### config.mk
export PLATFORM = sky130hd
export DESIGN_NAME = board_regs
export DESIGN_NICKNAME = d
export VERILOG_FILES = /design/src/common/card_pkg.sv /design/src/logic/board_regs.sv
export VERILOG_INCLUDE_DIRS = /design/src /design/src/common
export SDC_FILE = /design/constraint.sdc
export NUM_CORES = 1
export LEC_CHECK = 0
export BUFFER_PORTS_ARGS = -buffer_cell sky130_fd_sc_hd__buf_2
export CAP_MARGIN = 20
export CORE_ASPECT_RATIO = 0.6
export CORE_MARGIN = 2
export CORE_UTILIZATION = 53
export DETAILED_ROUTE_END_ITERATION = 6
export PLACE_DENSITY = 0.86
export SKIP_LAST_GASP = 1
export SLEW_MARGIN = 20
export SYNTH_ARGS = -nofsm -noshare
export SYNTH_HDL_FRONTEND = slang
export SYNTH_SLANG_ARGS = --single-unit
### constraint.sdc
create_clock -name clk -period 4.6 [get_ports clk]
set_input_delay 0.92 -clock clk [delete_from_list [all_inputs] [get_ports clk]]
set_output_delay 0.92 -clock clk [all_outputs]
set_load 0.005 [all_outputs]
### src/common/card_cfg.svh
`ifndef CARD_CFG_SVH
`define CARD_CFG_SVH

// 640x480 at 60 Hz, one pixel per clock
`define H_ACTIVE 640
`define H_TOTAL 800
`define H_SYNC_START 656
`define H_SYNC_END 752
`define V_ACTIVE 480
`define V_TOTAL 525
`define V_SYNC_START 490
`define V_SYNC_END 492

// 4x4 board of square cards
`define CARD_W 83
`define CARD_H 83
`define GRID_X0 130
`define GRID_Y0 70
`define GRID_PITCH 100
`define GRID_DIM 4

// Eight faces plus the card back, stored face after face
`define FACE_COUNT 8
`define BACK_FACE 8
`define SPRITE_PIXELS 6889

`define WB_ADR_W 17
`define SPRITE_BASE 17'h10000
`define PIPE_DELAY 2
`endif

### src/common/card_pkg.sv
package card_pkg;

	// 3-bit rgb, one bit per colour
	typedef logic [2:0] pixel_t;

	// Sprite index, faces 0..7 and the back at 8
	typedef logic [3:0] face_t;

	typedef enum logic [1:0] {
		hidden = 2'd0,
		revealed = 2'd1,
		matched = 2'd2
	} card_state_e;

	// One board entry, state in bits 5:4 and face in 3:0
	typedef struct packed {
		card_state_e state;
		face_t face;
	} card_entry_t;

	// Host write arbitration on the sprite memory
	typedef enum logic [1:0] {
		idle = 2'd0,
		host_write = 2'd1,
		host_ack = 2'd2
	} store_state_e;

endpackage

### src/logic/board_regs.sv
`include "card_cfg.svh"

module board_regs import card_pkg::*; (
	input logic clk,
	input logic rst_n,
	input logic wb_cyc,
	input logic wb_stb,
	input logic wb_we,
	input logic [`WB_ADR_W-1:0] wb_adr,
	input logic [31:0] wb_dat_w,
	input logic [3:0] wb_sel,
	output logic wb_ack,
	output logic [31:0] wb_dat_r,
	output card_entry_t [15:0] card_table,
	output logic spr_req,
	output logic [15:0] spr_addr,
	output pixel_t spr_pixel,
	input logic spr_done
);

	logic bus_req;
	logic spr_wr;
	logic in_table;
	logic reg_go;
	logic reg_ack;
	logic ack_q;

	////////////////////////////////////////////////////////////
	// Address decode
	////////////////////////////////////////////////////////////

	assign bus_req = wb_cyc && wb_stb;
	assign spr_wr = wb_we && (wb_adr >= `SPRITE_BASE);
	assign in_table = wb_adr < `WB_ADR_W'(`GRID_DIM * `GRID_DIM);

	// Everything but a sprite write is answered here in one cycle
	assign reg_go = bus_req && !spr_wr && !wb_ack;

	// Request drops for one cycle after an ack so the store can rearm
	assign spr_req = bus_req && spr_wr && !ack_q;
	assign spr_addr = 16'(wb_adr - `SPRITE_BASE);
	assign spr_pixel = wb_dat_w[2:0];

	assign wb_ack = reg_ack || spr_done;

	////////////////////////////////////////////////////////////
	// Card table and ack
	////////////////////////////////////////////////////////////

	always_ff @(posedge clk or negedge rst_n) begin
		if (!rst_n) begin
			// All zero is hidden with face 0
			card_table <= '0;
			reg_ack <= 1'b0;
			ack_q <= 1'b0;
		end else begin
			ack_q <= wb_ack;
			reg_ack <= reg_go;
			if (reg_go && wb_we && wb_sel[0] && in_table) begin
				card_table[wb_adr[3:0]] <= card_entry_t'(wb_dat_w[5:0]);
			end
		end
	end

	// Sprite region and unmapped space read as zero
	always_ff @(posedge clk) begin
		if (reg_go) begin
			wb_dat_r <= in_table ? 32'(card_table[wb_adr[3:0]]) : '0;
		end
	end

	a_ack_in_cycle: assert property (@(posedge clk) disable iff (!rst_n)
		wb_ack |-> (wb_cyc && wb_stb));

endmodule

==> impl_metrics.tcl, run 1 <==
set metrics [dict create \
    nFillCells 761 \
    ys_seq_area_share_pct 49.0 \
    cts_setup_buffers 0 \
    die_w_um 134 \
    clockBufferDepth 2 \
    timing.hold.ws_ns 0.498 \
    fp.coreArea_sq_um 9840 \
    ff2ff_path_depth 4 \
    synthMuxAreaShare_pct 32.4 \
    ir_worst_vdd_mv 0.183 \
    crit_path_end_kind "register" \
    detail_route.wirelength_mm 13.0 \
    start_util_pct 54.6 \
    netlist_top_cells_area "dfrtp_1, mux2_2, mux4_2, nor4_4, buf_4" \
    tightestPinTransition_ns 0.973 \
    die_h_um 82.0 \
    layout_setup_ws_ns 1.60 \
    synth_top_area_cell "dfrtp_1" \
    grt_max_degree 77 \
    finalPower_mw 1.89 \
    final_cells 613 \
    via_per_inst 5.52 \
    reg2reg_slack_ns 2.04 \
    io_buffers 152 \
    cts-root-buf "clkbuf_16" \
    finalClockSkew_ns 0.00636 \
    gp_congestion 0.784 \
    status "complete, no violations" \
    hold_buffers 0 \
    dr_total_vias 3384 \
    drv_cap 0 \
    arrival_ns 3.23 \
    drt_iter0_drc 266 \
    clock_sinks 104 \
    synth-compound-area-share_pct 0.699 \
    grt_use_total_pct 25.1 \
    yosysTopAreaCellShare_pct 45.7 \
    synth_xor_area_share_pct 0 \
    yosysWarningCount 0 \
    antenna_found_initial 0 \
    reg2reg_to "card_table[43]" \
    numCtsBuffers 9 \
    p_leak_nw 3.39 \
    dpl.hpwl_mm 9.41 \
    finalSetupViolCount 0 \
    slew_viol_final 0 \
    wire_per_inst_um 21.2 \
    syn_avg_cell_area_sq_um 15.5 \
    post-place-ws_ns 1.20 \
    finalCritPeriodShare_pct 65.2 \
    hp-class "register to register" \
    min_path_cells 1 \
    path_clk_slew_ns 0.06 \
    period_needed_ns 3.00 \
    finalSetupTns_ns 0 \
    dr.pass1.iters 4 \
    grt_pass1_wl_mm 20.1 \
    drc 0 \
    p_per_area_nw_per_um2 300 \
    gr-total-overflow 0 \
    dp_cells 597 \
    worst_hold_path.endpoint "ack_q" \
    multi_input_area_sq_um 2410 \
    syn-cell-area_sq_um 5370 \
    crit_start "wb_adr[0]" \
    crit_path_max_fanout 29 \
    antenna_left 0 \
    first_global_vias 3482 \
    cp-start-kind "input pin" \
    drive_gt1_share_pct 63.8 \
    cts.htree.levels 3 \
    hold_viol 0 \
    rows 28 \
    die_area_sq_um 11000 \
    cp_data_required_time_ns 4.83 \
    final-seq-area_sq_um 2630 \
    synth-simple-area-share_pct 9.97 \
    antenna_cells 0 \
    cts_resized 0 \
    ys_types 24 \
    syn2layout_area_growth_pct 17.8 \
    insertion_delay_ns 0.35 \
    io-pin-count 208 \
    cts_tree "done" \
    synth_top_family_by_area "multiplexers" \
    rsz0062_at_grt "false" \
    fmax_mhz 333 \
    fin_nets 532 \
    ys_ff_latch 104 \
    hold_path.startpoint "reg_ack" \
    slew-limit-headroom_pct 35.1 \
    r2r_start "reg_ack" \
    syn_inst 346 \
    synthAdderAreaFrac_pct 0 \
    critPathKind "input pin to register" \
]
## power breakdown
part	leakage, nW	internal, mW	switching (mW)
clock network	0.164	0.530	0.332
registers	1.42	0.923	0.000771
logic	1.80	0.0313	0.0777
total	3.39	1.48	0.410
## worst max path at each step
stage | to | slack (ns) | cells after the start
after global routing | card_table[43] | 1.37 | 4
after detailed placement | card_table[42] | 1.20 | 4
after floorplan | card_table[11] | 1.90 | 5
final | card_table[43] | 1.60 | 4
after global placement | card_table[94] | 1.24 | 4
after CTS | card_table[43] | 1.55 | 4
## sequential cells by signal, summed over array words and instances (netlist names)
| name | flops |
|---|---|
| card_table | 96 |
| wb_dat_r | 6 |
| ack_q | 1 |
| reg_ack | 1 |
## area by class of cell
type / count / share of cell area, %
sequential: 104 / 41.6
multi-input combinational: 204 / 38.1
timing repair buffer: 153 / 12.2
clock buffer: 10 / 3.62
tap: 135 / 2.67
clock inverter: 6 / 1.70
inverter: 1 / 0.0593
## critical path: stages
cell and delay [ns]:
buf_2 0.73, nand2_1 0.45, nor4_4 0.71, mux2_2 0.41
## cell usage after synthesis (all sizes together)
master and n:
and4bb 1, nor2 1, and2 2, mux2i 12, edfxtp 6, nor3 2
o22ai 6, mux4 24, dfrtp 98, nand3 1, nand4 2, mux2 96
clkbuf 13, or2 4, inv 1, nand2 5, conb 1, nand2b 4
buf 49, nor4 18
## stage by stage
step	utilization (%)	instance area (sq um)
after floorplan	-	5460
after global placement	60.8	5990
after detailed placement	60.8	5990
after CTS	64.2	6320
after global routing	64.2	6320
final	64.2	6320
## kinds of logic (layout without fill, tap and decap cells)
logic type,after synthesis,after routing
AOI/OAI and AO/OA,6,6
and+or+nand+nor,40,40
buffers and inverters,63,170
muxes,132,132
DFF,104,104
other,1,26
## cells in the final DEF, fill, tap and decap left out, types with 4 or more instances in the layout
cell | Yosys | routed
mux2_2 | 89 | 89
dfrtp_1 | 98 | 98
conb_1 | 1 | 26
buf_2 | 2 | 151
nor4_4 | 18 | 18
nand2_1 | 5 | 5
mux2i_1 | 12 | 12
clkbuf_16 | 0 | 9
edfxtp_1 | 6 | 6
or2_2 | 4 | 4
o22ai_1 | 6 | 6
mux2_1 | 7 | 7
mux4_2 | 24 | 24
nand2b_1 | 4 | 4
## routing by layer
| metal | up-vias | share of wire (%) | track usage [%] |
|---|---|---|---|
| met1 | 1748 | 42 | 33.1 |
| met5 | - | 0 | 0 |
| met2 | 143 | 47 | 39.9 |
| li1 | 1482 | - | - |
| met4 | 0 | 0.63 | 4.89 |
| met3 | 11 | 10 | 10.2 |
Power figures use the tool's default switching activity.
==> run 2: changes to the inputs <==
ABC_AREA = 1   (was not set)
CORE_UTILIZATION = 46   (was 53)
PLACE_DENSITY = 0.78   (was 0.86)
clock period = 2.6 ns   (was 4.6 ns; I/O delays follow)
==> run 2 against run 1 <==
Sequential share of layout area decreased by 2.9 points. Register-to-register slack worse by 1.3 ns. Count of clock-buffer cells in the layout rose by 2. Cell area is 7.5% higher. Wire length increased by 34%. Critical endpoint is now card_table[77]. Largest cell class is now multi-input combinational cells.
==> impl_metrics.tcl, run 2 <==
set metrics [dict create \
    die_area_sq_um 13600 \
    largest_reg_flops 96 \
    detail_route.wirelength_mm 17.4 \
    ys_seq_area_share_pct 45.4 \
    antenna_cells 0 \
    grt_use_total_pct 26.1 \
    period_needed_ns 1.88 \
    finalCritPeriodShare_pct 72.4 \
    crit_path_end_kind "register" \
    p_per_area_nw_per_um2 502 \
    io-pin-count 208 \
    first_global_vias 4939 \
    synth_most_common_cell "nand2_1" \
    p_leak_nw 4.14 \
    ys_ff_latch 104 \
    clockBufferDepth 2 \
    cts_setup_buffers 0 \
    cp-start-kind "register" \
    drv_cap 0 \
    drive_gt1_share_pct 24.1 \
    wire_per_inst_um 15.8 \
    netlist_top_cells_area "dfrtp_1, nand2_1, nand3_1, buf_4, edfxtp_1" \
    dr.pass1.iters 5 \
    post-place-ws_ns 0.434 \
    ys.flop_type "dfrtp_1" \
    yosysTopAreaCellShare_pct 42.3 \
    status "complete, no violations" \
    cts.htree.levels 3 \
    rows 31 \
    grt_max_degree 85 \
    rsz0062_at_grt "false" \
    syn2layout_area_growth_pct 17.2 \
    critPathKind "register to register" \
    cts_resized 0 \
    regMostFlops "card_table" \
    finalSetupTns_ns 0 \
    via_per_inst 5.07 \
    clock_sinks 104 \
    synthArstFlopShare_pct 94.2 \
    finalClockSkew_ns 0.00395 \
    reg2reg_to "card_table[77]" \
    fin_nets 989 \
    tightestPinTransition_ns 0.501 \
    yosysWarningCount 0 \
    die_w_um 149 \
    hold_buffers 0 \
    finalSetupViolCount 0 \
    gp_congestion 0.911 \
    syn_inst 812 \
    reg2reg_slack_ns 0.72 \
    reg_top3 "card_table: 96 flops, wb_dat_r: 6 flops" \
    fmax_mhz 532 \
    grt_pass1_wl_mm 27.1 \
    cp_data_required_time_ns 2.84 \
    crit_path_max_fanout 42 \
    drt_iter0_drc 751 \
    die_h_um 91.0 \
    ff2ff_path_depth 10 \
    dr_total_vias 5579 \
    start_util_pct 47.7 \
    finalPower_mw 3.41 \
    arrival_ns 2.12 \
    gr-total-overflow 0 \
    layout_setup_ws_ns 0.719 \
    antenna_left 0 \
    antenna_found_initial 0 \
    synth_edf_count 6 \
    cts_tree "done" \
    fp.coreArea_sq_um 12200 \
    slew_viol_final 0 \
    io_buffers 152 \
    mostFrequentLayoutCells "nand2_1, buf_2, dfrtp_1, nand3_1, conb_1" \
    slew-limit-headroom_pct 66.6 \
    synth_top_area_cell "dfrtp_1" \
    ir_worst_vdd_mv 0.289 \
    synth.top_cells.by_count "nand2_1, dfrtp_1, nand3_1, buf_4, nor2_1" \
    insertion_delay_ns 0.35 \
    syn-cell-area_sq_um 5800 \
    final_common_cell "nand2_1" \
    drc 0 \
    path_clk_slew_ns 0.07 \
    syn_avg_cell_area_sq_um 7.15 \
    hp-class "input pin to asynchronous set/reset pin" \
    numCtsBuffers 9 \
    cts-root-buf "clkbuf_16" \
    ys_types 17 \
    hold_viol 0 \
    dpl.hpwl_mm 12.6 \
    r2r_start "reg_ack" \
]
[run 2: worst max path at each step]
stage                          end  cells past startpoint  startpoint
floorplan           card_table[54]                      9    spr_done
global placement    card_table[46]                     11       wb_we
detailed placement  card_table[77]                     11    spr_done
CTS                 card_table[44]                     10     reg_ack
global route        card_table[56]                     10     reg_ack
finish              card_table[77]                     10     reg_ack
[run 2: cells by family after synthesis]
kind of cell  synth area share (%)
simple gates                  44.0
flops                         45.4
buf+inv                       10.6
other cells                 0.0646
[run 2: area by class of cell]
cell class / count / area [sq um]
clock buffers: 12 / 278
clock inverters: 4 / 72.6
fillers: 1180 / 5380
inverters: 9 / 33.8
multi-input cells: 639 / 2650
flip-flops and latches: 104 / 2630
well taps: 165 / 206
repair buffers: 167 / 926
[run 2: critical path, stage by stage, from the launching register on]
cell     delay, ns
dfrtp_1       0.36
nor2_1        0.11
inv_2         0.07
nor2_4        0.21
nand2_1       0.12
nor2_4        0.19
buf_12        0.23
buf_12        0.19
nand2_2       0.11
nand2_1       0.10
nand2_1       0.06
[run 2: stage by stage]
stage | hold WS (ns) | utilization, % | cells | cell area [sq um]
floorplan | 0.224 | - | 837 | 5900
global placement | 0.389 | 53.0 | 1084 | 6450
detailed placement | 0.388 | 53.0 | 1084 | 6450
CTS | 0.0181 | 55.8 | 1100 | 6800
global route | 0.0161 | 55.8 | 1100 | 6800
finish | 0.0136 | 55.8 | 1100 | 6800
[run 2: metal layers]
metal  share of wire (%)  up-vias  global-route usage [%]
met5                   0        -                       0
met4                0.95        0                    5.56
met3                  12       23                    6.13
met2                  41      326                    37.1
met1                  46     2542                    40.3
li1                    -     2688                       -
[run 2: where the power goes]
group / leakage, nW / total, mW / switching (mW) / internal (mW)
registers: 1.42 / 1.63 / 0.000830 / 1.63
logic: 2.55 / 0.228 / 0.176 / 0.0524
clock network: 0.170 / 1.55 / 0.600 / 0.953
total: 4.14 / 3.41 / 0.776 / 2.64
