File: src/common/card_cfg.svh
`ifndef CARD_CFG_SVH
`define CARD_CFG_SVH

// 640x480 at 60 Hz, one pixel per clock
`define H_ACTIVE 640
`define H_TOTAL 800
`define H_SYNC_START 656
`define H_SYNC_END 752
`define V_ACTIVE 480
`define V_TOTAL 525
`define V_SYNC_START 490
`define V_SYNC_END 492

// 4x4 board of square cards
`define CARD_W 83
`define CARD_H 83
`define GRID_X0 130
`define GRID_Y0 70
`define GRID_PITCH 100
`define GRID_DIM 4

// Eight faces plus the card back, stored face after face
`define FACE_COUNT 8
`define BACK_FACE 8
`define SPRITE_PIXELS 6889

`define WB_ADR_W 17
`define SPRITE_BASE 17'h10000
`define PIPE_DELAY 2
`endif

File: src/logic/vga_timing.sv
`include "card_cfg.svh"

module vga_timing (
	input logic clk,
	input logic rst_n,
	output logic [9:0] hcount,
	output logic [9:0] vcount,
	output logic hsync_raw,
	output logic vsync_raw,
	output logic active
);

	logic h_last;
	logic v_last;
	logic h_in_sync;
	logic v_in_sync;

	assign h_last = hcount == 10'(`H_TOTAL - 1);
	assign v_last = vcount == 10'(`V_TOTAL - 1);

	////////////////////////////////////////////////////////////
	// Beam counters
	////////////////////////////////////////////////////////////

	always_ff @(posedge clk or negedge rst_n) begin
		if (!rst_n) begin
			hcount <= '0;
			vcount <= '0;
		end else begin
			if (h_last) begin
				hcount <= '0;
				// Line wraps, frame wraps after the last line
				if (v_last) begin
					vcount <= '0;
				end else begin
					vcount <= vcount + 10'd1;
				end
			end else begin
				hcount <= hcount + 10'd1;
			end
		end
	end

	////////////////////////////////////////////////////////////
	// Sync and blanking, straight from the counters
	////////////////////////////////////////////////////////////

	assign h_in_sync = (hcount >= 10'(`H_SYNC_START)) && (hcount < 10'(`H_SYNC_END));
	assign v_in_sync = (vcount >= 10'(`V_SYNC_START)) && (vcount < 10'(`V_SYNC_END));

	// Negative polarity
	assign hsync_raw = !h_in_sync;
	assign vsync_raw = !v_in_sync;

	assign active = (hcount < 10'(`H_ACTIVE)) && (vcount < 10'(`V_ACTIVE));

endmodule

File: config.mk
export PLATFORM = sky130hd
export DESIGN_NAME = vga_timing
export DESIGN_NICKNAME = d
export VERILOG_FILES = /design/src/logic/vga_timing.sv
export VERILOG_INCLUDE_DIRS = /design/src /design/src/common
export SDC_FILE = /design/constraint.sdc
export NUM_CORES = 1
export LEC_CHECK = 0
export BUFFER_PORTS_ARGS = -buffer_cell sky130_fd_sc_hd__buf_4
export CAP_MARGIN = 30
export CORE_MARGIN = 1.5
export CORE_UTILIZATION = 32
export DETAILED_ROUTE_END_ITERATION = 16
export PLACE_DENSITY = 0.57
export SETUP_SLACK_MARGIN = 0.15
export SYNTH_ARGS = -nofsm -noshare
export SYNTH_HDL_FRONTEND = slang
export SYNTH_SLANG_ARGS = --single-unit
File: constraint.sdc
create_clock -name clk -period 4.1 [get_ports clk]
set_input_delay 0.41 -clock clk [delete_from_list [all_inputs] [get_ports clk]]
set_output_delay 0.41 -clock clk [all_outputs]
set_load 0.005 [all_outputs]
==> run metrics, run 1 <==
layout cell share with drive strength beyond 1 20.7%; Final #Nets 149; Fill cells 352; Clock transition at path regs 0.11 ns; Total Power 0.000296 W; Die Area 0.00384 mm2; crit path max fanout 6; Max-cap violations 0; residual DRC count 0; most common cell in the synthesized netlist dfrtp_1; Inst Count DP 182; gpl congestion 0.749; Slew @ Worst Pin 0.348 ns; I/O pins 25; yosys warns 0; Worst R2R End vcount[9]$_DFFE_PN0N_; Vias per Instance 4.83; Register-to-Register Path Depth 5; Worst Setup End Kind flop; worst endpoint data arrival time 2.14 ns; Final setup violation count 0; Sink Count 20; crit path launch type flop; worst hold path type in -> async; Initial Util 33.4%; sequential fraction of the synthesis area 44.9%; first-pass GRT wire length 3810 um; initial antenna violation count 0; Fmax 0.522 GHz; Peak supply drop 0.0000795 V; Primary FF master, synth dfrtp_1; pwr/cell area 219 mW/mm2; TritonCTS clock tree done; Leak 0.636 nW; Mapped Nets 123; Reg2Reg Launch Point hcount[0]$_DFF_PN0_; Area contributors post-synth dfrtp_1 45%, nand3_1 6.7%, ha_1 5.6%; GR Overflow Total 0; Avg Synthesized Cell Area 9.60 um2; routed len/inst 12.6 um; Cell Area, Synth 0.00111 mm2; status complete, no violations; row cnt 21; Tcrit/Tclk final 46.8%; DR iter-0 viols 16; core area 0.00334 mm2; Die H 62.0 um; IO buf count 24; post-synth top area cell dfrtp_1; latest clock arrival within the worst-skew pair 0.29 ns; drt pass-1 iters 4; R2R Setup Slk 2.18 ns; CP Capture Point vcount[9]$_DFFE_PN0N_; Setup WS post-layout 2.18 ns; largest net degree at the start of global routing 21; Die Wd 62.0 um; synthesized instance count 116; CP required 4.32 ns; pre-CTS setup slack 2.22 ns; RSZ-0062 raised after global routing no; Seq cells post-synth 20; Final Hold Viols 0; CP Launch Point hcount[0]$_DFF_PN0_; number of distinct library cells after synthesis 32; Post-synth top cells 20 x dfrtp_1, 15 x nand3_1, 10 x nand2_1; vias in the first global route 806; Num CTS Buffers 3; Post-synth EDFFs 0; clk buf depth 2; post-synth top area share 44.9%; skew final 0.00223 ns; via count 899; DP HPWL 1710 um; final core occ 40.5%; Root Driver clkbuf_4; n_diodes 0; fin cells 186; H-tree depth 1; ys async rst share 100%; total global-route track usage 13.3%; max-slew violation count 0; setup TNS 0 ns; Tmin final 1.92 ns; Routed WL 2340 um; Rel. slew slack 76.7%; crit path kind reg -> reg; Routed Antenna Nets 0; Area Growth Syn to Fin 21.3%
==> repair_timing <==
item,CTS,global route
hold buffers,1,0
buffers inserted,0,0
endpoints found under the hold margin,20,0
resized for setup,0,0
==> cell usage in the layout (no fill, tap or decap), drive strengths merged <==
cell type,instances
a21oi,3
a31oi,1
and2,1
and2b,1
and3,3
and4,3
buf,24
clkbuf,3
dfrtp,20
dlygate4sd3,1
ha,5
inv,5
mux2i,1
nand2,10
nand2b,1
nand3,15
nand4,5
nor2,9
nor2b,1
nor3,5
nor3b,1
nor4,1
nor4bb,1
o2111ai,1
o21ai,5
or3,1
or4,1
or4b,1
xnor2,4
xor2,7
==> how the worst min path moves through the flow <==
stage | startpoint | end | cells past startpoint
floorplan | rst_n | hcount[0]$_DFF_PN0_ | 0
global placement | rst_n | vcount[8]$_DFFE_PN0N_ | 1
detailed placement | rst_n | vcount[8]$_DFFE_PN0N_ | 1
CTS | rst_n | vcount[8]$_DFFE_PN0N_ | 2
global route | rst_n | hcount[8]$_DFF_PN0_ | 2
finish | rst_n | vcount[8]$_DFFE_PN0N_ | 2
==> through the flow <==
stage	hold WS (ns)	instance area, um2
after global routing	0.546	1350
after detailed placement	0.310	1320
after global placement	0.308	1320
final	0.518	1350
after floorplan	0.114	1110
after CTS	0.516	1350
==> worst max-delay path, stage by stage (launching register included) <==
cell	delay (ns)
dfrtp_1	0.45
ha_1	0.24
and4_1	0.35
nand4_4	0.17
or4_1	0.53
o21ai_1	0.10
==> layer usage <==
layer	global-route usage [%]	vias up	share of wire, %
li1	-	459	-
met1	18.0	431	47
met3	2.48	2	1.8
met2	20.8	7	50
met5	0	-	0
met4	5.47	0	1.1
==> flip-flops by register name (all words and copies together), names as in the netlist <==
name / count
hcount: 10
vcount: 10
==> power by group <==
part	internal (W)	switching, W
Combinational	0.00000127	0.00000394
Clock	0.0000342	0.0000594
Sequential	0.000197	0
==> cell families (layout without fill, tap and decap cells) <==
| logic type | after synthesis | in the layout | synth area share, % |
|---|---|---|---|
| AND/OR/NAND/NOR | 60 | 60 | 30.3 |
| flip-flops | 20 | 20 | 44.9 |
| XOR/XNOR | 11 | 11 | 8.65 |
| AO/OA/AOI/OAI | 10 | 10 | 4.94 |
| buffers and inverters | 9 | 33 | 4.61 |
| adder cells (fa/ha/maj) | 5 | 5 | 5.62 |
| multiplexers | 1 | 1 | 0.899 |
==> final cells by class <==
cell class | count | area [um2] | area share [%]
timing repair buffer | 25 | 190 | 14.1
clock buffer | 3 | 22.5 | 1.67
tap | 46 | 57.6 | 4.26
multi-input combinational | 87 | 562 | 41.6
inverter | 5 | 18.8 | 1.39
sequential | 20 | 500 | 37.0
Power figures use the tool's default switching activity.
==> run 2: changes to the inputs <==
--- a/config.mk
+++ b/config.mk
@@ -6,6 +6,7 @@
 export SDC_FILE = /design/constraint.sdc
 export NUM_CORES = 1
 export LEC_CHECK = 0
+export ABC_AREA = 1
 export BUFFER_PORTS_ARGS = -buffer_cell sky130_fd_sc_hd__buf_4
 export CAP_MARGIN = 30
 export CORE_MARGIN = 1.5
==> constraint.sdc (replaced) <==
create_clock -name clk -period 1.8 [get_ports clk]
set_input_delay 0.18 -clock clk [delete_from_list [all_inputs] [get_ports clk]]
set_output_delay 0.18 -clock clk [all_outputs]
set_load 0.005 [all_outputs]
==> run 2 against run 1 <==
Compared with the run above: combinational power is 120% higher; critical path depth is 1 lower; critical endpoint is now vsync_raw; non-clock buffer count is 5 higher; cell area is 13% higher; largest power group is now clock.
==> run metrics, run 2 <==
residual DRC count 0 (unchanged); clk buf depth 2 (unchanged); latest clock arrival within the worst-skew pair 0.26 ns (-0.03 ns); vias in the first global route 1,029 (+28%); largest net degree at the start of global routing 21 (unchanged); Top Registers hcount (10), vcount (10); number of distinct library cells after synthesis 24 (-25%); Fmax 0.644 GHz; Final setup violation count 0 (unchanged); Worst path depth 4 (-1); fin cells 227 (+22%); Seq cells post-synth 20 (unchanged); Cell Area, Synth 0.00118 mm2 (+5.8%); Area Growth Syn to Fin 30.0%; footprint of the multi-input gates 602 um2 (+7.1%); Die Wd 63.7 um (+2.7%); crit path launch type flop; Leak 0.749 nW (+18%); Final Hold Viols 0 (unchanged); max-slew violation count 0 (unchanged); gpl congestion 0.901 (+20%); worst hold path type in -> async; DP HPWL 1980 um (+16%); Vias per Instance 4.75 (-1.7%); Initial Util 34.2% (+0.87 points); Avg Synthesized Cell Area 7.91 um2 (-18%); Primary FF master, synth dfrtp_1; layout cell share with drive strength beyond 1 24.3% (+3.6 points); crit path max fanout 8 (+2); CP required 1.62 ns (-2.70 ns); Inst Count DP 219 (+20%); RSZ-0062 raised after global routing yes; Num CTS Buffers 3 (unchanged); Peak supply drop 0.000182 V (+130%); most common cell after layout, fill and taps aside nand2_1; pwr/cell area 594 mW/mm2 (+170%); Sink Count 20 (unchanged); post-synth top area cell dfrtp_1; TritonCTS clock tree done; Worst Setup End Kind output port; Mapped Nets 156 (+27%); Post-synth top cells 31 x nand2_1, 25 x nor2_1, 20 x dfrtp_1; most frequent cells in the layout 31 x nand2_1, 29 x buf_4, 25 x nor2_1; Area contributors post-synth dfrtp_1 42%, nand2_1 9.9%, nor2_1 8.0%; Tmin final 1.55 ns; total global-route track usage 14.1% (+0.74 points); Post-synth EDFFs 0 (unchanged); via count 1,079 (+20%); ys async rst share 100% (unchanged); Crit path largest cell delay 0.48 ns (-0.05 ns); crit-path cells nand2_1, nor3_2, o211ai_1, buf_4; setup TNS 0 ns (unchanged); Routed Antenna Nets 0 (unchanged); IO buf count 24 (unchanged); Max-cap violations 0 (unchanged); GR Overflow Total 0 (unchanged); status complete, no violations; Clock transition at path regs 0.08 ns (-0.03 ns); final core occ 44.5% (+4.0 points); Routed WL 2550 um (+8.9%); I/O pins 25 (unchanged); routed len/inst 11.2 um (-11%); sequential fraction of the synthesis area 42.5% (-2.5 points); yosys warns 0 (unchanged); Fill cells 346 (-1.7%); crit path kind reg -> out; Root Driver clkbuf_8; post-synth top area share 42.5% (-2.5 points); first-pass GRT wire length 4510 um (+18%); H-tree depth 1 (unchanged); initial antenna violation count 0 (unchanged); R2R Setup Slk 0.27 ns (-1.91 ns); Top delay family on crit path flip-flops; Die Area 0.00406 mm2 (+5.6%); Rel. slew slack 81.6% (+4.9 points); drt pass-1 iters 4 (unchanged); Die H 63.7 um (+2.7%); Register-to-Register Path Depth 8 (+3); Final #Nets 189 (+27%); DR iter-0 viols 34 (+18); register area 503 um2 (+0.50%); worst path buffer plus inverter count 1 (+1); row cnt 21 (unchanged); Tcrit/Tclk final 86.3%; most common cell in the synthesized netlist nand2_1; worst endpoint data arrival time 1.37 ns (-0.77 ns); n_diodes 0 (unchanged); Slew @ Worst Pin 0.274 ns (-0.0742 ns); skew final 0.00804 ns (+0.00581 ns); core area 0.00344 mm2 (+3.1%); synthesized instance count 149 (+28%); slowest CP cell dfrtp_1
==> run 2: layout make-up <==
class,instances,share of cell area (%)
Clock buffer,3,2.69
Clock inverter,1,1.96
Inverter,19,4.65
Multi-Input combinational cell,108,39.3
Sequential cell,20,32.8
Tap cell,46,3.76
Timing Repair Buffer,30,14.9
==> run 2: stage by stage <==
stage          setup slack [ns]  hold WS, ns  area [um2]  power, W
4_1_cts                   0.162        0.331        1500  0.000924
5_1_grt                   0.120        0.342        1530  0.000948
3_3_place_gp              0.342       0.0754        1420  0.000469
3_5_place_dp              0.218       0.0794        1420  0.000469
6_report                  0.246        0.326        1530  0.000911
2_1_floorplan             0.422       -0.116        1180  0.000458
==> run 2: repair_timing <==
action | 4_1_cts | 5_1_grt
hold buffers | 1 | 0
setup buffers | 0 | 3
hold endpoints to repair | 20 | 0
endpoints found under the setup margin | 0 | 9
gates resized for setup | 0 | 4
==> run 2: logic make-up (layout without fill, tap and decap cells) <==
| kind of cell | count (synthesis) | after routing | share of synthesized area [%] |
|---|---|---|---|
| compound gates | 12 | 12 | 5.41 |
| xor+xnor | 9 | 9 | 6.69 |
| fa+ha+maj | 5 | 5 | 5.31 |
| buf+inv | 21 | 53 | 7.43 |
| flops | 20 | 20 | 42.5 |
| simple gates | 82 | 82 | 32.7 |
==> run 2: where the power goes <==
part	switching [W]	internal, W	total [W]
sequential	0	0.000449	0.000449
clock	0.000153	0.000297	0.000450
combinational	0.00000883	0.00000289	0.0000117
==> run 2: final timing paths <==
| path | startpoint | end |
|---|---|---|
| worst max-delay path | vcount[5]$_DFFE_PN0N_ | vsync_raw |
| worst min-delay path | rst_n | hcount[1]$_DFF_PN0_ |
| worst max register to register | hcount[0]$_DFF_PN0_ | vcount[4]$_DFFE_PN0N_ |
| worst min register to register | hcount[0]$_DFF_PN0_ | hcount[0]$_DFF_PN0_ |
| max in group asynchronous | rst_n | vcount[0]$_DFFE_PN0N_ |
| min in group clk | hcount[0]$_DFF_PN0_ | hcount[0]$_DFF_PN0_ |
==> run 2: per-layer routing <==
| metal | share of wire [%] | global-route usage (%) |
|---|---|---|
| met2 | 50 | 24.7 |
| met5 | 0 | 0 |
| met4 | 0.39 | 4.89 |
| met3 | 3.9 | 2.14 |
| met1 | 46 | 17.3 |
==> run 2: worst reg2reg max path, cell delays in order, from the launching register on <==
cell and delay (ns):
dfrtp_2 0.41, ha_1 0.21, nand2_2 0.09, nor2_4 0.13, nand3_2 0.09, nor2_4 0.17, buf_4 0.18, nand4_1 0.07
o21ai_0 0.09
==> run 3: changes to the inputs <==
--- a/config.mk
+++ b/config.mk
@@ -10,9 +10,10 @@
 export BUFFER_PORTS_ARGS = -buffer_cell sky130_fd_sc_hd__buf_4
 export CAP_MARGIN = 30
 export CORE_MARGIN = 1.5
-export CORE_UTILIZATION = 32
+export CORE_UTILIZATION = 53
 export DETAILED_ROUTE_END_ITERATION = 16
-export PLACE_DENSITY = 0.57
+export GPL_ROUTABILITY_DRIVEN = 0
+export PLACE_DENSITY = 0.83
 export SETUP_SLACK_MARGIN = 0.15
 export SYNTH_ARGS = -nofsm -noshare
 export SYNTH_HDL_FRONTEND = slang
==> constraint.sdc (replaced) <==
create_clock -name clk -period 1.75 [get_ports clk]
set_input_delay 0.175 -clock clk [delete_from_list [all_inputs] [get_ports clk]]
set_output_delay 0.175 -clock clk [all_outputs]
set_load 0.005 [all_outputs]
==> run 3 against run 2 <==
Compared with the run above: first-iteration DRC count is 97% higher; total power shrank 16%; die area is 38% lower; critical endpoint is now active.
==> run metrics, run 3 (same netlist as run 2, synthesis figures left out) <==
status complete, no violations; initial antenna violation count 0 (unchanged); switching power of the nets 0.000168 W (+3.8%); Tcrit/Tclk final 90.0%; R2R Setup Slk 0.21 ns (-0.06 ns); DR iter-0 viols 67 (+97%); logic gate share of total power 1.6% (+0.3 points); Initial Util 58.3% (+24 points); Die Area 0.00252 mm2 (-38%); worst hold path type in -> async; Rel. slew slack 78.5% (-3.1 points); Register-to-Register Path Depth 7 (-1); DP HPWL 1860 um (-6.2%); worst endpoint data arrival time 1.40 ns (+0.03 ns); Final #Nets 205 (+8.5%); crit path launch type flop; Reg2Reg Launch Point vcount[0]$_DFFE_PN0N_; CP required 1.57 ns (-0.05 ns); most frequent cells in the layout 44 x buf_4, 29 x nand2_1, 25 x nor2_1; crit path max fanout 3 (-5); I/O pins 25 (unchanged); IO buf count 24 (unchanged); core area 0.00202 mm2 (-41%); clock share of power 37.7% (-12 points); Clock transition at path regs 0.12 ns (+0.04 ns); drt pass-1 iters 5 (+1); Pint 0.000592 W (-21%); Routed WL 3380 um (+33%); vias in the first global route 991 (-3.7%); Slew @ Worst Pin 0.322 ns (+0.0483 ns); skew final 0.00849 ns (+0.000450 ns); Vias per Instance 5.39 (+13%); largest net degree at the start of global routing 21 (unchanged); Die Wd 50.2 um (-21%); row cnt 16 (-24%); setup TNS 0 ns (unchanged); layout cell share with drive strength beyond 1 35.0% (+11 points); Fmax 0.635 GHz; post-route cell area 0.00162 mm2 (+6.0%); Num CTS Buffers 3 (unchanged); latest clock arrival within the worst-skew pair 0.32 ns (+0.06 ns); pwr/cell area 468 mW/mm2 (-21%); Final Hold Viols 0 (unchanged); via count 1,208 (+12%); crit path kind reg -> out; Worst R2R End vcount[6]$_DFFE_PN0N_; most common cell after layout, fill and taps aside buf_4; Top Registers hcount (10), vcount (10); Total Power 0.000761 W (-16%); Post-DP Area 0.00138 mm2 (-2.2%); TritonCTS clock tree done; max-slew violation count 0 (unchanged); Sink Count 20 (unchanged); Max-cap violations 0 (unchanged); Die H 50.2 um (-21%); Routed Antenna Nets 0 (unchanged); residual DRC count 0 (unchanged); Tmin final 1.58 ns; Worst Setup End Kind output port; Final setup violation count 0 (unchanged); GR Overflow Total 0 (unchanged); total global-route track usage 24.0% (+9.9 points); routed len/inst 15.1 um (+35%); Area Growth Syn to Fin 37.8%; Peak supply drop 0.000470 V (+160%); RSZ-0062 raised after global routing no; first-pass GRT wire length 4530 um (+0.47%); H-tree depth 1 (unchanged); sequential share of power 60.7% (+11 points); Net Sw Frac 22.1% (+4.3 points); clk buf depth 2 (unchanged); Leak 0.825 nW (+10%); Root Driver clkbuf_4; n_diodes 0 (unchanged)
[run 3: worst max path at each step]
| stage | from | end | slack, ns |
|---|---|---|---|
| after global placement | hcount[0]$_DFF_PN0_ | vcount[5]$_DFFE_PN0N_ | 0.23 |
| after global routing | vcount[5]$_DFFE_PN0N_ | vsync_raw | 0.13 |
| final | hcount[8]$_DFF_PN0_ | active | 0.17 |
| after detailed placement | hcount[0]$_DFF_PN0_ | vcount[5]$_DFFE_PN0N_ | 0.10 |
| after floorplan | hcount[0]$_DFF_PN0_ | vcount[3]$_DFFE_PN0N_ | 0.37 |
| after CTS | vcount[8]$_DFFE_PN0N_ | vsync_raw | 0.14 |
[run 3: area by class of cell]
type,count,area (um2)
Tap cell,27,33.8
Inverter,19,71.3
Sequential cell,20,509
Timing Repair Buffer,45,340
Clock buffer,4,36.3
Multi-Input combinational cell,109,633
Fill cell,126,398
[run 3: metal layers]
layer  routed length (um)  up-vias  global-route usage [%]  share of wire, %
met5                    0        -                       0                 0
met4                   51        0                    11.6               1.5
met3                  246        7                    2.98               7.3
met2                 1660       69                    36.4                49
met1                 1430      559                    33.9                42
li1                     -      573                       -                 -
[run 3: critical path, stage by stage (launching register included)]
cell,delay (ns)
dfrtp_1,0.44
nand2_2,0.13
inv_1,0.09
nor4_2,0.26
buf_4,0.15
[run 3: through the flow]
stage | instances | util [%] | worst slack [ns] | hold slack (ns)
3_5_place_dp | 199 | 68.4 | 0.101 | 0.0700
6_report | 224 | 80.3 | 0.175 | 0.249
5_1_grt | 224 | 80.3 | 0.126 | 0.282
3_3_place_gp | 199 | 68.4 | 0.227 | 0.0669
2_1_floorplan | 149 | - | 0.372 | -0.121
4_1_cts | 208 | 72.9 | 0.142 | 0.256
[run 3: repair_timing]
item	4_1_cts	5_1_grt
cloned	0	1
buffers inserted	4	15
gates resized for setup	4	11
endpoints found under the setup margin	11	15
hold buffers	1	0
endpoints found under the hold margin	20	0
pin swaps	1	3
[run 3: power by group through the flow]
stage	Sequential, W	Combinational, W	Clock (W)
3_3_place_gp	0.000471	0.0000108	0
3_5_place_dp	0.000471	0.0000111	0
4_1_cts	0.000462	0.0000126	0.000287
5_1_grt	0.000462	0.0000146	0.000299
6_report	0.000462	0.0000124	0.000287
2_1_floorplan	0.000471	0.000000000308	0
