==> src/common/card_cfg.svh <==
`ifndef CARD_CFG_SVH
`define CARD_CFG_SVH

// 640x480 at 60 Hz, one pixel per clock
`define H_ACTIVE 640
`define H_TOTAL 800
`define H_SYNC_START 656
`define H_SYNC_END 752
`define V_ACTIVE 480
`define V_TOTAL 525
`define V_SYNC_START 490
`define V_SYNC_END 492

// 4x4 board of square cards
`define CARD_W 83
`define CARD_H 83
`define GRID_X0 130
`define GRID_Y0 70
`define GRID_PITCH 100
`define GRID_DIM 4

// Eight faces plus the card back, stored face after face
`define FACE_COUNT 8
`define BACK_FACE 8
`define SPRITE_PIXELS 6889

`define WB_ADR_W 17
`define SPRITE_BASE 17'h10000
`define PIPE_DELAY 2
`endif

==> src/common/card_pkg.sv <==
package card_pkg;

	// 3-bit rgb, one bit per colour
	typedef logic [2:0] pixel_t;

	// Sprite index, faces 0..7 and the back at 8
	typedef logic [3:0] face_t;

	typedef enum logic [1:0] {
		hidden = 2'd0,
		revealed = 2'd1,
		matched = 2'd2
	} card_state_e;

	// One board entry, state in bits 5:4 and face in 3:0
	typedef struct packed {
		card_state_e state;
		face_t face;
	} card_entry_t;

	// Host write arbitration on the sprite memory
	typedef enum logic [1:0] {
		idle = 2'd0,
		host_write = 2'd1,
		host_ack = 2'd2
	} store_state_e;

endpackage

==> src/card/card_renderer.sv <==
`include "card_cfg.svh"

module card_renderer import card_pkg::*; (
	input logic clk,
	input logic rst_n,
	input logic [9:0] hcount,
	input logic [9:0] vcount,
	input logic hsync_raw,
	input logic vsync_raw,
	input logic active,
	input card_entry_t [15:0] card_table,
	output logic rd_en,
	output logic [15:0] rd_addr,
	input pixel_t rd_pixel,
	output pixel_t rgb,
	output logic hsync,
	output logic vsync
);

	logic col_hit;
	logic row_hit;
	logic [1:0] col_idx;
	logic [1:0] row_idx;
	logic [6:0] lx;
	logic [6:0] ly;
	card_entry_t entry;
	face_t sprite_idx;
	logic show_q;
	logic hsync_q;
	logic vsync_q;

	// Which of the four card windows along one axis holds pos, and where in it
	function automatic void locate(
		input logic [9:0] pos,
		input int origin,
		output logic hit,
		output logic [1:0] idx,
		output logic [6:0] offs
	);
		int start;
		hit = 1'b0;
		idx = '0;
		offs = '0;
		for (int i = 0; i < `GRID_DIM; i++) begin
			start = origin + i * `GRID_PITCH;
			if (int'(pos) >= start && int'(pos) < start + `CARD_W) begin
				hit = 1'b1;
				idx = 2'(i);
				offs = 7'(int'(pos) - start);
			end
		end
	endfunction

	////////////////////////////////////////////////////////////
	// Stage 1, card lookup and sprite read
	////////////////////////////////////////////////////////////

	always_comb begin
		locate(hcount, `GRID_X0, col_hit, col_idx, lx);
		locate(vcount, `GRID_Y0, row_hit, row_idx, ly);
		entry = card_table[{row_idx, col_idx}];
		// Revealed cards only ever carry faces 0..7
		if (entry.state == hidden) begin
			sprite_idx = face_t'(`BACK_FACE);
		end else begin
			sprite_idx = {1'b0, entry.face[2:0]};
		end
		rd_en = col_hit && row_hit && (entry.state != matched);
		rd_addr = 16'(sprite_idx * `SPRITE_PIXELS + ly * `CARD_W + lx);
	end

	always_ff @(posedge clk or negedge rst_n) begin
		if (!rst_n) begin
			show_q <= 1'b0;
			hsync_q <= 1'b1;
			vsync_q <= 1'b1;
		end else begin
			show_q <= rd_en && active;
			hsync_q <= hsync_raw;
			vsync_q <= vsync_raw;
		end
	end

	////////////////////////////////////////////////////////////
	// Stage 2, pixel out with matching sync delay
	////////////////////////////////////////////////////////////

	always_ff @(posedge clk or negedge rst_n) begin
		if (!rst_n) begin
			rgb <= '0;
			hsync <= 1'b1;
			vsync <= 1'b1;
		end else begin
			rgb <= show_q ? rd_pixel : pixel_t'(0);
			hsync <= hsync_q;
			vsync <= vsync_q;
		end
	end

	// Board geometry has to stay inside the visible area
	a_rd_in_active: assert property (@(posedge clk) disable iff (!rst_n) rd_en |-> active);

endmodule

==> config.mk <==
export PLATFORM = sky130hd
export DESIGN_NAME = card_renderer
export DESIGN_NICKNAME = d
export VERILOG_FILES = /design/src/common/card_pkg.sv /design/src/card/card_renderer.sv
export VERILOG_INCLUDE_DIRS = /design/src /design/src/common
export SDC_FILE = /design/constraint.sdc
export NUM_CORES = 1
export LEC_CHECK = 0
export ABC_AREA = 1
export BUFFER_PORTS_ARGS = -buffer_cell sky130_fd_sc_hd__buf_2
export CAP_MARGIN = 20
export CORE_MARGIN = 4
export CORE_UTILIZATION = 35
export DETAILED_ROUTE_END_ITERATION = 6
export GPL_TIMING_DRIVEN = 1
export PLACE_DENSITY_LB_ADDON = 0.3
export SLEW_MARGIN = 10
export SYNTH_ARGS = -nofsm -noshare
export SYNTH_HDL_FRONTEND = slang
export SYNTH_SLANG_ARGS = --single-unit
==> constraint.sdc <==
create_clock -name clk -period 7.72 [get_ports clk]
set_input_delay 1.158 -clock clk [delete_from_list [all_inputs] [get_ports clk]]
set_output_delay 1.158 -clock clk [all_outputs]
set_load 0.02 [all_outputs]
==> metrics.csv, run 1 <==
stage,metric,value,unit
outcome,status,completed,
routing,detail_route.wirelength,16200,µm
power_and_ir_drop,p_int,1450,µW
layout,nNetsFinal,1233,
routing,ant_nets,0,
timing,setup_viol,0,
placed_design,place_ws,-245,ps
clocking,cts_buffers,3,
worst_setup_path,cp-start-kind,input pin,
synthesis,synth_area_leaders,"ha_1 (16%), fa_1 (16%), nand2_1 (12%)",
clocking,h-tree-depth,1,
die,pin_count,146,
power_and_ir_drop,switching_power,1560,µW
routing,wire_per_inst,13.7,µm
synthesis,synth_compound_area_share,10.4,%
power_and_ir_drop,seqPwrFrac,1.5,%
die,die_x,124,µm
die,die_h,124,µm
synthesis,synth_common_cells,"nand2_1 (147), inv_1 (129), nand3_1 (88)",
timing,final_hold_viol_count,0,
global_route,grt_pass1_vias,5252,
timing,slew_viol_final,0,
clocking,clkSlewWorstSetupHoldPaths,40,ps
global_route,grt_overflow,0,
power_and_ir_drop,pwr-share-comb,95.6,%
synthesis,synth_mux_area_share,0,%
worst_setup_path,crit_slowest_cell,fa_1,
die,std_cell_rows,42,
synthesis,synth-edff-count,0,
synthesis,synthAdderAreaFrac,32.2,%
layout,fin_util,59.9,%
worst_setup_path,critPathMaxStageDelay,560,ps
synthesis,syn_inst,716,
die,start_util,35.7,%
worst_setup_path,cp.depth,36,
placed_design,dp.final_hpwl,12600,µm
worst_setup_path,endpoint,rd_addr[10],
synthesis,synthSimpleGateAreaFrac,31.0,%
power_and_ir_drop,switching_share,51.7,%
power_and_ir_drop,power_per_cell_area,381,mW/mm²
clocking,cts_sinks,8,
worst_setup_path,path_buf_inv,15,
clocking,cts_buffer_depth,2,
timing,fin_crit,7580,ps
worst_setup_path,crit_path_start,hcount[1],
synthesis,yosysTopAreaCell,ha_1,
synthesis,netlist.area_leader.share,16.5,%
worst_setup_path,crit_path_max_fanout,7,
routing,vias_per_cell,4.77,
synthesis,seq_area_frac_synth,4.36,%
routing,drtIter0Drc,224,
worst_setup_path,r2r-start,show_q,
routing,detail_route.first_pass.iterations,5,
global_route,grt_max_degree,16,
clocking,hold_buffers,0,
timing,setup_slack,141,ps
clocking,clk_latency,230,ps
synthesis,synth_top_family_by_area,adder cells,
synthesis,synth_xor_area_share,5.96,%
power_and_ir_drop,peakVddDrop,0.380,mV
timing,finalClockSkew,2.08,ps
timing,min_period_over_period,98.2,%
layout,diodes,0,
routing,dr_total_vias,5653,
worst_setup_path,cp_data_required_time,6560,ps
synthesis,synthDistinctLibCells,45,
placed_design,numPortBuffers,129,
worst_setup_path,arrival,6420,ps
die,die_area,0.0154,mm²
worst_setup_path,crit_family,adder cells,
synthesis,ys_seq_elements,8,
synthesis,ys_async_sr_fraction,100,%
timing,rsz0062_at_grt,true,
worst_setup_path,cp_common_cell,buf_4,
worst_setup_path,worst_r2r_endpoint,rgb[0],
routing,drc,0,
worst_hold_path,hold_path_class,reg -> reg,
worst_setup_path,cp-end-kind,primary output,
worst_setup_path,r2r_cells,2,
timing,max_freq,132,MHz
synthesis,yosysWarnings,0,
synthesis,synth_ff_type,dfstp_2,
placed_design,place_congestion,0.908,
global_route,track_usage,18.4,%
clocking,cts_root_buf,clkbuf_16,
synthesis,post-synth-top-count-cell,nand2_1,
flow_run,max_cap_viol_count,0,
die,core_area,0.0132,mm²
power_and_ir_drop,p_clk_share,2.9,%
layout,drive_above_1_share,49.7,%
worst_setup_path,r2r_slack,7140,ps
worst_setup_path,crit_type,in -> out,
global_route,antenna_found_initial,0,
layout,syn2layout_area_growth,67.9,%
global_route,grt_pass1_wl,23300,µm
synthesis,synth_area,0.00470,mm²
power_and_ir_drop,leakage,0.00422,µW
synthesis,avgSynthCellArea,6.57,µm²
clocking,cts_tree,built,
-- routing by layer --
| layer | global-route usage, % | routed length [µm] | up-vias |
|---|---|---|---|
| li1 | - | - | 2859 |
| met1 | 24.2 | 6770 | 2623 |
| met2 | 33.7 | 8520 | 151 |
| met3 | 1.77 | 727 | 20 |
| met4 | 1.92 | 223 | 0 |
| met5 | 0 | 0 | - |
-- cell families after synthesis --
| kind of cell | count (synthesis) |
|---|---|
| and+or+nand+nor | 317 |
| buffers and inverters | 174 |
| other | 1 |
| adders and majority gates | 99 |
| xor gates and xnor gates | 32 |
| AOI/OAI and AO/OA | 85 |
| DFF | 8 |
-- cells in the final DEF, fill, tap and decap left out, types with 8 or more instances in the layout --
cell | Yosys | routed
buf_4 | 6 | 165
o21ai_0 | 29 | 20
inv_2 | 18 | 20
nor2_1 | 47 | 34
xor2_1 | 29 | 29
ha_4 | 0 | 18
nand2_4 | 4 | 10
inv_1 | 129 | 116
fa_1 | 37 | 33
nand2_1 | 147 | 124
a21oi_1 | 27 | 16
a21oi_2 | 2 | 10
nor2_2 | 5 | 12
inv_4 | 1 | 10
nand3_2 | 5 | 35
nand3_1 | 88 | 53
o211ai_1 | 8 | 8
buf_6 | 7 | 20
o21ai_2 | 1 | 8
buf_2 | 9 | 116
nand2_2 | 6 | 21
ha_1 | 62 | 41
-- power groups by stage --
stage,sequential (µW),combinational [µW],clock (µW)
floorplan,47.4,1440,0
global route,45.6,3170,91.0
finish,45.5,2880,86.9
global placement,45.9,2260,0
detailed placement,46.0,2300,0
CTS,45.5,2460,88.6
-- repair_timing --
action                                  CTS  global route
cloned                                    0             2
pin swaps                                13           114
buffers inserted                         12            19
endpoints found under the setup margin    5             7
gates resized for setup                  42           205
-- how the worst min path moves through the flow --
stage / start / to / slack [ps] / cells after the start
6_report: hsync_q / hsync / 350 / 0
5_1_grt: hsync_q / hsync / 350 / 0
4_1_cts: vsync_q / vsync / 350 / 0
3_5_place_dp: vsync_q / vsync / 350 / 0
3_3_place_gp: vsync_q / vsync / 350 / 0
2_1_floorplan: hsync_q / hsync / 350 / 0
-- cell type report --
type                       instances  area (µm²)
multi-input combinational        536        4560
timing repair buffer             310        2210
clock buffer                       4        78.8
inverter                         150         614
tap                              176         220
fill                            1172        5290
timing repair inverter             1        11.3
sequential                         8         205
-- flip-flops by register name, summed over array words and instances (netlist names) --
signal and count:
hsync_q 1, rgb 3, hsync 1, vsync_q 1, vsync 1, show_q 1
-- stage by stage --
step	hold WS [ps]	instances	setup TNS, ps	cell area (µm²)	total power, µW
2_1_floorplan	345	717	0	4710	1480
3_5_place_dp	347	1148	-792	6570	2340
4_1_cts	352	1164	-2.34	6890	2590
5_1_grt	354	1185	-485	7900	3310
3_3_place_gp	346	1148	-659	6570	2300
6_report	350	1185	0	7900	3010
Power figures use the tool's default switching activity.
==> run 2, diff against run 1 <==
--- a/config.mk
+++ b/config.mk
@@ -9,11 +9,12 @@
 export ABC_AREA = 1
 export BUFFER_PORTS_ARGS = -buffer_cell sky130_fd_sc_hd__buf_2
 export CAP_MARGIN = 20
+export CORE_ASPECT_RATIO = 1.5
 export CORE_MARGIN = 4
 export CORE_UTILIZATION = 35
 export DETAILED_ROUTE_END_ITERATION = 6
 export GPL_TIMING_DRIVEN = 1
-export PLACE_DENSITY_LB_ADDON = 0.3
+export PLACE_DENSITY = 0.61
 export SLEW_MARGIN = 10
 export SYNTH_ARGS = -nofsm -noshare
 export SYNTH_HDL_FRONTEND = slang
==> metrics.csv, run 2 (synthesis gave the netlist of run 1 again) <==
stage,metric,value,unit,change
outcome,status,completed,,
placed_design,dp.final_hpwl,12500,µm,-0.73%
worst_setup_path,crit_path_max_fanout,6,,-1
worst_setup_path,crit_type,in -> out,,
power_and_ir_drop,power_per_cell_area,360,mW/mm²,-5.5%
routing,drc,0,,unchanged
clocking,cts_sinks,8,,unchanged
timing,setup_slack,186,ps,+45.1 ps
die,std_cell_rows,51,,+21%
die,start_util,36.0,%,+0.30 points
layout,final_common_cell,buf_4,,
routing,ant_nets,0,,unchanged
layout,nNetsFinal,1221,,-0.97%
clocking,cts_root_buf,clkbuf_16,,
timing,fin_crit,7530,ps,-45.1 ps
layout,n_fill_cell,1251,,+6.7%
worst_setup_path,cp-end-kind,primary output,,
die,pin_count,146,,unchanged
worst_setup_path,critPathMaxStageDelay,570,ps,about the same
worst_setup_path,crit_family,adder cells,,
global_route,track_usage,18.5,%,+0.11 points
placed_design,numPortBuffers,129,,unchanged
clocking,cts_buffers,3,,unchanged
worst_hold_path,holdPathStages,0,,unchanged
layout,diodes,0,,unchanged
clocking,cts_tree,built,,
die,die_h,150,µm,+21%
routing,detail_route.wirelength,15100,µm,-7.1%
clocking,hold_buffers,0,,unchanged
layout,seqCellArea,205,µm²,unchanged
worst_setup_path,cp-start-kind,input pin,,
timing,setup_viol,0,,unchanged
timing,slew_viol_final,0,,unchanged
routing,dr_total_vias,5449,,-3.6%
global_route,grt_pass1_wl,23300,µm,about the same
worst_setup_path,path_buf_inv,9,,-6
worst_hold_path,hold_path_class,reg -> reg,,
timing,min_period_over_period,97.6,%,-0.58 points
layout,fin_util,57.6,%,-2.3 points
timing,final_hold_viol_count,0,,unchanged
global_route,grt_pass1_vias,5252,,unchanged
flow_run,max_cap_viol_count,0,,unchanged
layout,largest_reg_flops,3,,unchanged
timing,finalClockSkew,3.94,ps,+1.85 ps
placed_design,place_ws,-342,ps,-97.1 ps
worst_setup_path,cp_data_required_time,6560,ps,about the same
clocking,clkSlewWorstSetupHoldPaths,40,ps,about the same
global_route,antenna_found_initial,1,,+1
layout,drive_above_1_share,44.3,%,-5.3 points
power_and_ir_drop,leakage,0.00412,µW,-2.4%
worst_setup_path,r2r_cells,2,,unchanged
clocking,h-tree-depth,1,,unchanged
worst_setup_path,arrival,6380,ps,-40 ps
clocking,cts_buffer_depth,2,,unchanged
layout,layout_common_cells,"buf_4 (154), nand2_1 (131), inv_1 (121), buf_2 (117), nand3_1 (68)",,
die,core_area,0.0131,mm²,-0.83%
timing,fin_tns_setup,0,ps,unchanged
die,die_area,0.0154,mm²,+0.25%
layout,syn2layout_area_growth,60.1,%,
timing,max_freq,133,MHz,+0.60%
routing,drtIter0Drc,174,,-22%
routing,detail_route.first_pass.iterations,4,,-1
timing,rsz0062_at_grt,true,,
routing,wire_per_inst,13.1,µm,-4.7%
die,die_x,103,µm,-17%
worst_setup_path,cp.depth,37,,+2.8%
layout,multi_input_area,0.00431,mm²,-5.3%
placed_design,place_congestion,0.912,,+0.45%
routing,vias_per_cell,4.71,,-1.2%
global_route,grt_overflow,0,,unchanged
clocking,clk_latency,230,ps,about the same
worst_setup_path,crit_slowest_cell,fa_1,,
layout,top_register,rgb,,
power_and_ir_drop,peakVddDrop,0.263,mV,-31%
global_route,grt_max_degree,19,,+3
[run 2: changes by cell type in the layout (fill, tap and decap cells not counted), sizes merged]
cell and change:
clkbuf +5, clkinv -1, buf -16
[run 2: worst reg2reg max path: stages (launching register included)]
cell and delay [ps]:
dfrtp_1 380, nand2_1 60, inv_1 40
[run 2: final timing paths]
kind / start / end / slack (ps)
max: hcount[2] / rd_addr[14] / 190
max in group asynchronous: rst_n / hsync_q / 6730
min reg2reg: vsync_q / vsync / 350
max reg2reg: show_q / rgb[0] / 7120
min: vsync_q / vsync / 350
min in group asynchronous: rst_n / rgb[1] / 760
[run 2: repair_timing]
item | in CTS | in global routing
cloned | 0 | 3
endpoints found under the setup margin | 5 | 6
resized for setup | 37 | 136
buffers inserted | 1 | 24
pin swaps | 10 | 72
[run 2: per-stage QoR]
stage	cell area, µm²	hold slack (ps)	total power (µW)	instances
CTS	6760	351	2530	1129
floorplan	4710	345	1480	717
detailed placement	6510	347	2330	1124
global route	7530	352	3020	1156
finish	7530	348	2710	1156
global placement	6510	346	2290	1124
[run 2: cell type report]
class,instances,area share (%)
Multi-Input combinational cell,536,57.3
Timing Repair Buffer,299,28.4
Inverter,150,7.93
Sequential cell,8,2.73
Tap cell,159,2.64
Clock buffer,4,1.05
[run 2: layer usage]
metal	wire length [µm]	part of all wire, %	vias up	track usage, %
met5	13	0.086	-	0
met4	456	3.0	2	5.71
met3	530	3.5	28	1.35
met2	8560	57	124	36.4
met1	5530	37	2468	20.3
li1	-	-	2827	-
[run 2: power by group]
part / switching [µW] / leakage [µW] / internal, µW
clock network: 18.8 / 0.0000382 / 68.7
logic: 1400 / 0.00398 / 1180
registers: 0.581 / 0.0000973 / 44.9
total: 1420 / 0.00412 / 1290
==> run 3, diff against run 2 <==
--- a/config.mk
+++ b/config.mk
@@ -7,10 +7,9 @@
 export NUM_CORES = 1
 export LEC_CHECK = 0
 export ABC_AREA = 1
-export BUFFER_PORTS_ARGS = -buffer_cell sky130_fd_sc_hd__buf_2
+export BUFFER_PORTS_ARGS = -buffer_cell sky130_fd_sc_hd__buf_4
 export CAP_MARGIN = 20
 export CORE_ASPECT_RATIO = 1.5
-export CORE_MARGIN = 4
 export CORE_UTILIZATION = 35
 export DETAILED_ROUTE_END_ITERATION = 6
 export GPL_TIMING_DRIVEN = 1
==> metrics.csv, run 3 (synthesis gave the netlist of run 1 again) <==
stage,metric,value,unit,change
die,pin_count,146,,unchanged
worst_setup_path,crit_family,adder cells,,
routing,detail_route.first_pass.iterations,5,,+1
die,die_x,96.7,µm,-5.8%
flow_run,max_cap_viol_count,0,,unchanged
outcome,status,completed,,
worst_setup_path,crit_path_max_fanout,8,,+2
power_and_ir_drop,switching_power,1500,µW,+6.2%
worst_setup_path,crit_slowest_cell,fa_1,,
die,core_area,0.0130,mm²,-0.49%
global_route,grt_overflow,0,,unchanged
routing,wire_per_inst,13.7,µm,+4.9%
routing,drc,0,,unchanged
worst_hold_path,hold_path_class,reg -> reg,,
clocking,cts_sinks,8,,unchanged
power_and_ir_drop,seqPwrFrac,1.5,%,-0.2 points
routing,vias_per_cell,4.83,,+2.5%
timing,min_period_over_period,98.9,%,+1.3 points
routing,drtIter0Drc,135,,-22%
worst_setup_path,cp_data_required_time,6560,ps,about the same
layout,fin_util,60.3,%,+2.7 points
worst_setup_path,cp-start-kind,input pin,,
placed_design,dp.final_hpwl,12800,µm,+2.1%
layout,fin_cells,1138,,-1.6%
global_route,grt_pass1_wl,23200,µm,-0.21%
placed_design,place_ws,-264,ps,+78.4 ps
routing,ant_nets,0,,unchanged
worst_setup_path,r2r_slack,7120,ps,about the same
worst_setup_path,arrival,6480,ps,+100 ps
timing,slew_viol_final,0,,unchanged
layout,fin_area,0.00785,mm²,+4.2%
layout,top_register,rgb,,
routing,detail_route.wirelength,15600,µm,+3.3%
power_and_ir_drop,switching_share,50.0,%,-2.3 points
clocking,cts_tree,built,,
worst_setup_path,path_buf_inv,8,,-1
power_and_ir_drop,peakVddDrop,0.346,mV,+31%
layout,syn2layout_area_growth,66.8,%,
power_and_ir_drop,pwr-share-comb,95.6,%,+0.5 points
timing,setup_viol,0,,unchanged
timing,finalClockSkew,0.124,ps,-3.81 ps
global_route,grt_pass1_vias,5312,,+1.1%
layout,drive_above_1_share,46.0,%,+1.6 points
placed_design,numPortBuffers,129,,unchanged
routing,dr_total_vias,5497,,+0.88%
die,start_util,36.1,%,+0.18 points
placed_design,placed_area,0.00673,mm²,+3.4%
layout,final_common_cell,buf_4,,
clocking,cts_buffer_depth,2,,unchanged
worst_setup_path,cp-end-kind,primary output,,
global_route,antenna_found_initial,0,,-1
timing,max_freq,131,MHz,-1.4%
layout,diodes,0,,unchanged
die,die_h,144,µm,-4.0%
power_and_ir_drop,p_int,1500,µW,+16%
global_route,track_usage,20.2,%,+1.7 points
worst_hold_path,min_from,vsync_q,,
die,die_area,0.0139,mm²,-9.6%
power_and_ir_drop,leakage,0.00418,µW,+1.6%
clocking,cts_root_buf,clkbuf_16,,
worst_setup_path,r2r-start,show_q,,
worst_hold_path,hold_end,vsync,,
global_route,grt_max_degree,21,,+2
clocking,clkSlewWorstSetupHoldPaths,40,ps,about the same
placed_design,placed_cells,1112,,-1.1%
layout,nNetsFinal,1203,,-1.5%
worst_setup_path,crit_type,in -> out,,
worst_setup_path,critPathMaxStageDelay,530,ps,-40 ps
worst_setup_path,r2r_cells,2,,unchanged
timing,fin_crit,7640,ps,+103 ps
timing,rsz0062_at_grt,true,,
worst_hold_path,holdPathStages,0,,unchanged
clocking,cts_buffers,3,,unchanged
timing,setup_slack,83.0,ps,-103 ps
placed_design,place_congestion,0.895,,-1.9%
clocking,h-tree-depth,1,,unchanged
die,std_cell_rows,51,,unchanged
clocking,clk_latency,220,ps,about the same
power_and_ir_drop,power_per_cell_area,383,mW/mm²,+6.4%
power_and_ir_drop,power,3010,µW,+11%
timing,final_hold_viol_count,0,,unchanged
worst_setup_path,worst_r2r_endpoint,rgb[2],,
power_and_ir_drop,p_clk_share,2.9,%,-0.3 points
layout,largest_reg_flops,3,,unchanged
layout,layout_common_cells,"buf_4 (257), nand2_1 (127), inv_1 (118), nand3_1 (56), ha_1 (47)",,
==> run 3: changes by cell type in the layout (fill, tap and decap cells not counted), moves of 4 or more <==
cell / delta
nand2_1: -4
nand3_2: +12
buf_2: -117
nor2_1: -4
nand3_1: -12
buf_4: +103
==> run 3: final cells by class <==
| class | instances | area (µm²) |
|---|---|---|
| timing repair buffer | 280 | 2280 |
| sequential | 8 | 205 |
| tap | 159 | 199 |
| inverter | 150 | 614 |
| multi-input combinational | 537 | 4470 |
| clock buffer | 4 | 78.8 |
| fill | 1211 | 5170 |
==> run 3: worst max path at each step <==
stage                    from          end  slack (ps)  cells past startpoint
finish              hcount[2]  rd_addr[13]          80                     34
global route        hcount[2]  rd_addr[13]        -160                     34
CTS                 hcount[1]  rd_addr[13]           9                     34
global placement    hcount[7]  rd_addr[13]        -230                     32
detailed placement  hcount[7]  rd_addr[13]        -260                     33
floorplan           hcount[1]  rd_addr[13]          70                     34
==> run 3: metal layers <==
metal | GRT usage, % | vias to the layer above | part of all wire, %
met5 | 0 | - | 0
li1 | - | 2799 | -
met2 | 44.3 | 150 | 59
met3 | 1.06 | 24 | 2.8
met4 | 4.01 | 0 | 2.2
met1 | 20.4 | 2524 | 36
==> run 3: power groups by stage <==
stage	Sequential [µW]	Combinational, µW	Clock (µW)
3_5_place_dp	46.1	2410	0
5_1_grt	45.8	3160	91.6
6_report	45.6	2870	87.0
2_1_floorplan	47.4	1440	0
3_3_place_gp	46.0	2370	0
4_1_cts	45.6	2490	88.5
==> run 3: what timing repair did <==
item | in CTS | in global routing
buffers inserted | 0 | 19
pin swaps | 4 | 87
cloned | 0 | 3
gates resized for setup | 17 | 179
hold buffers | 0 | 0
setup endpoints to repair | 5 | 6
==> run 3: per-stage QoR <==
| step | hold slack, ps | setup TNS, ps |
|---|---|---|
| after floorplan | 345 | 0 |
| after global placement | 345 | -589 |
| after detailed placement | 347 | -694 |
| after CTS | 352 | 0 |
| after global routing | 353 | -282 |
| final | 352 | 0 |
==> run 3: worst register-to-register path, stage by stage, from the launching register on <==
cell     delay (ps)
dfrtp_1         390
nand2_1          60
inv_1            40
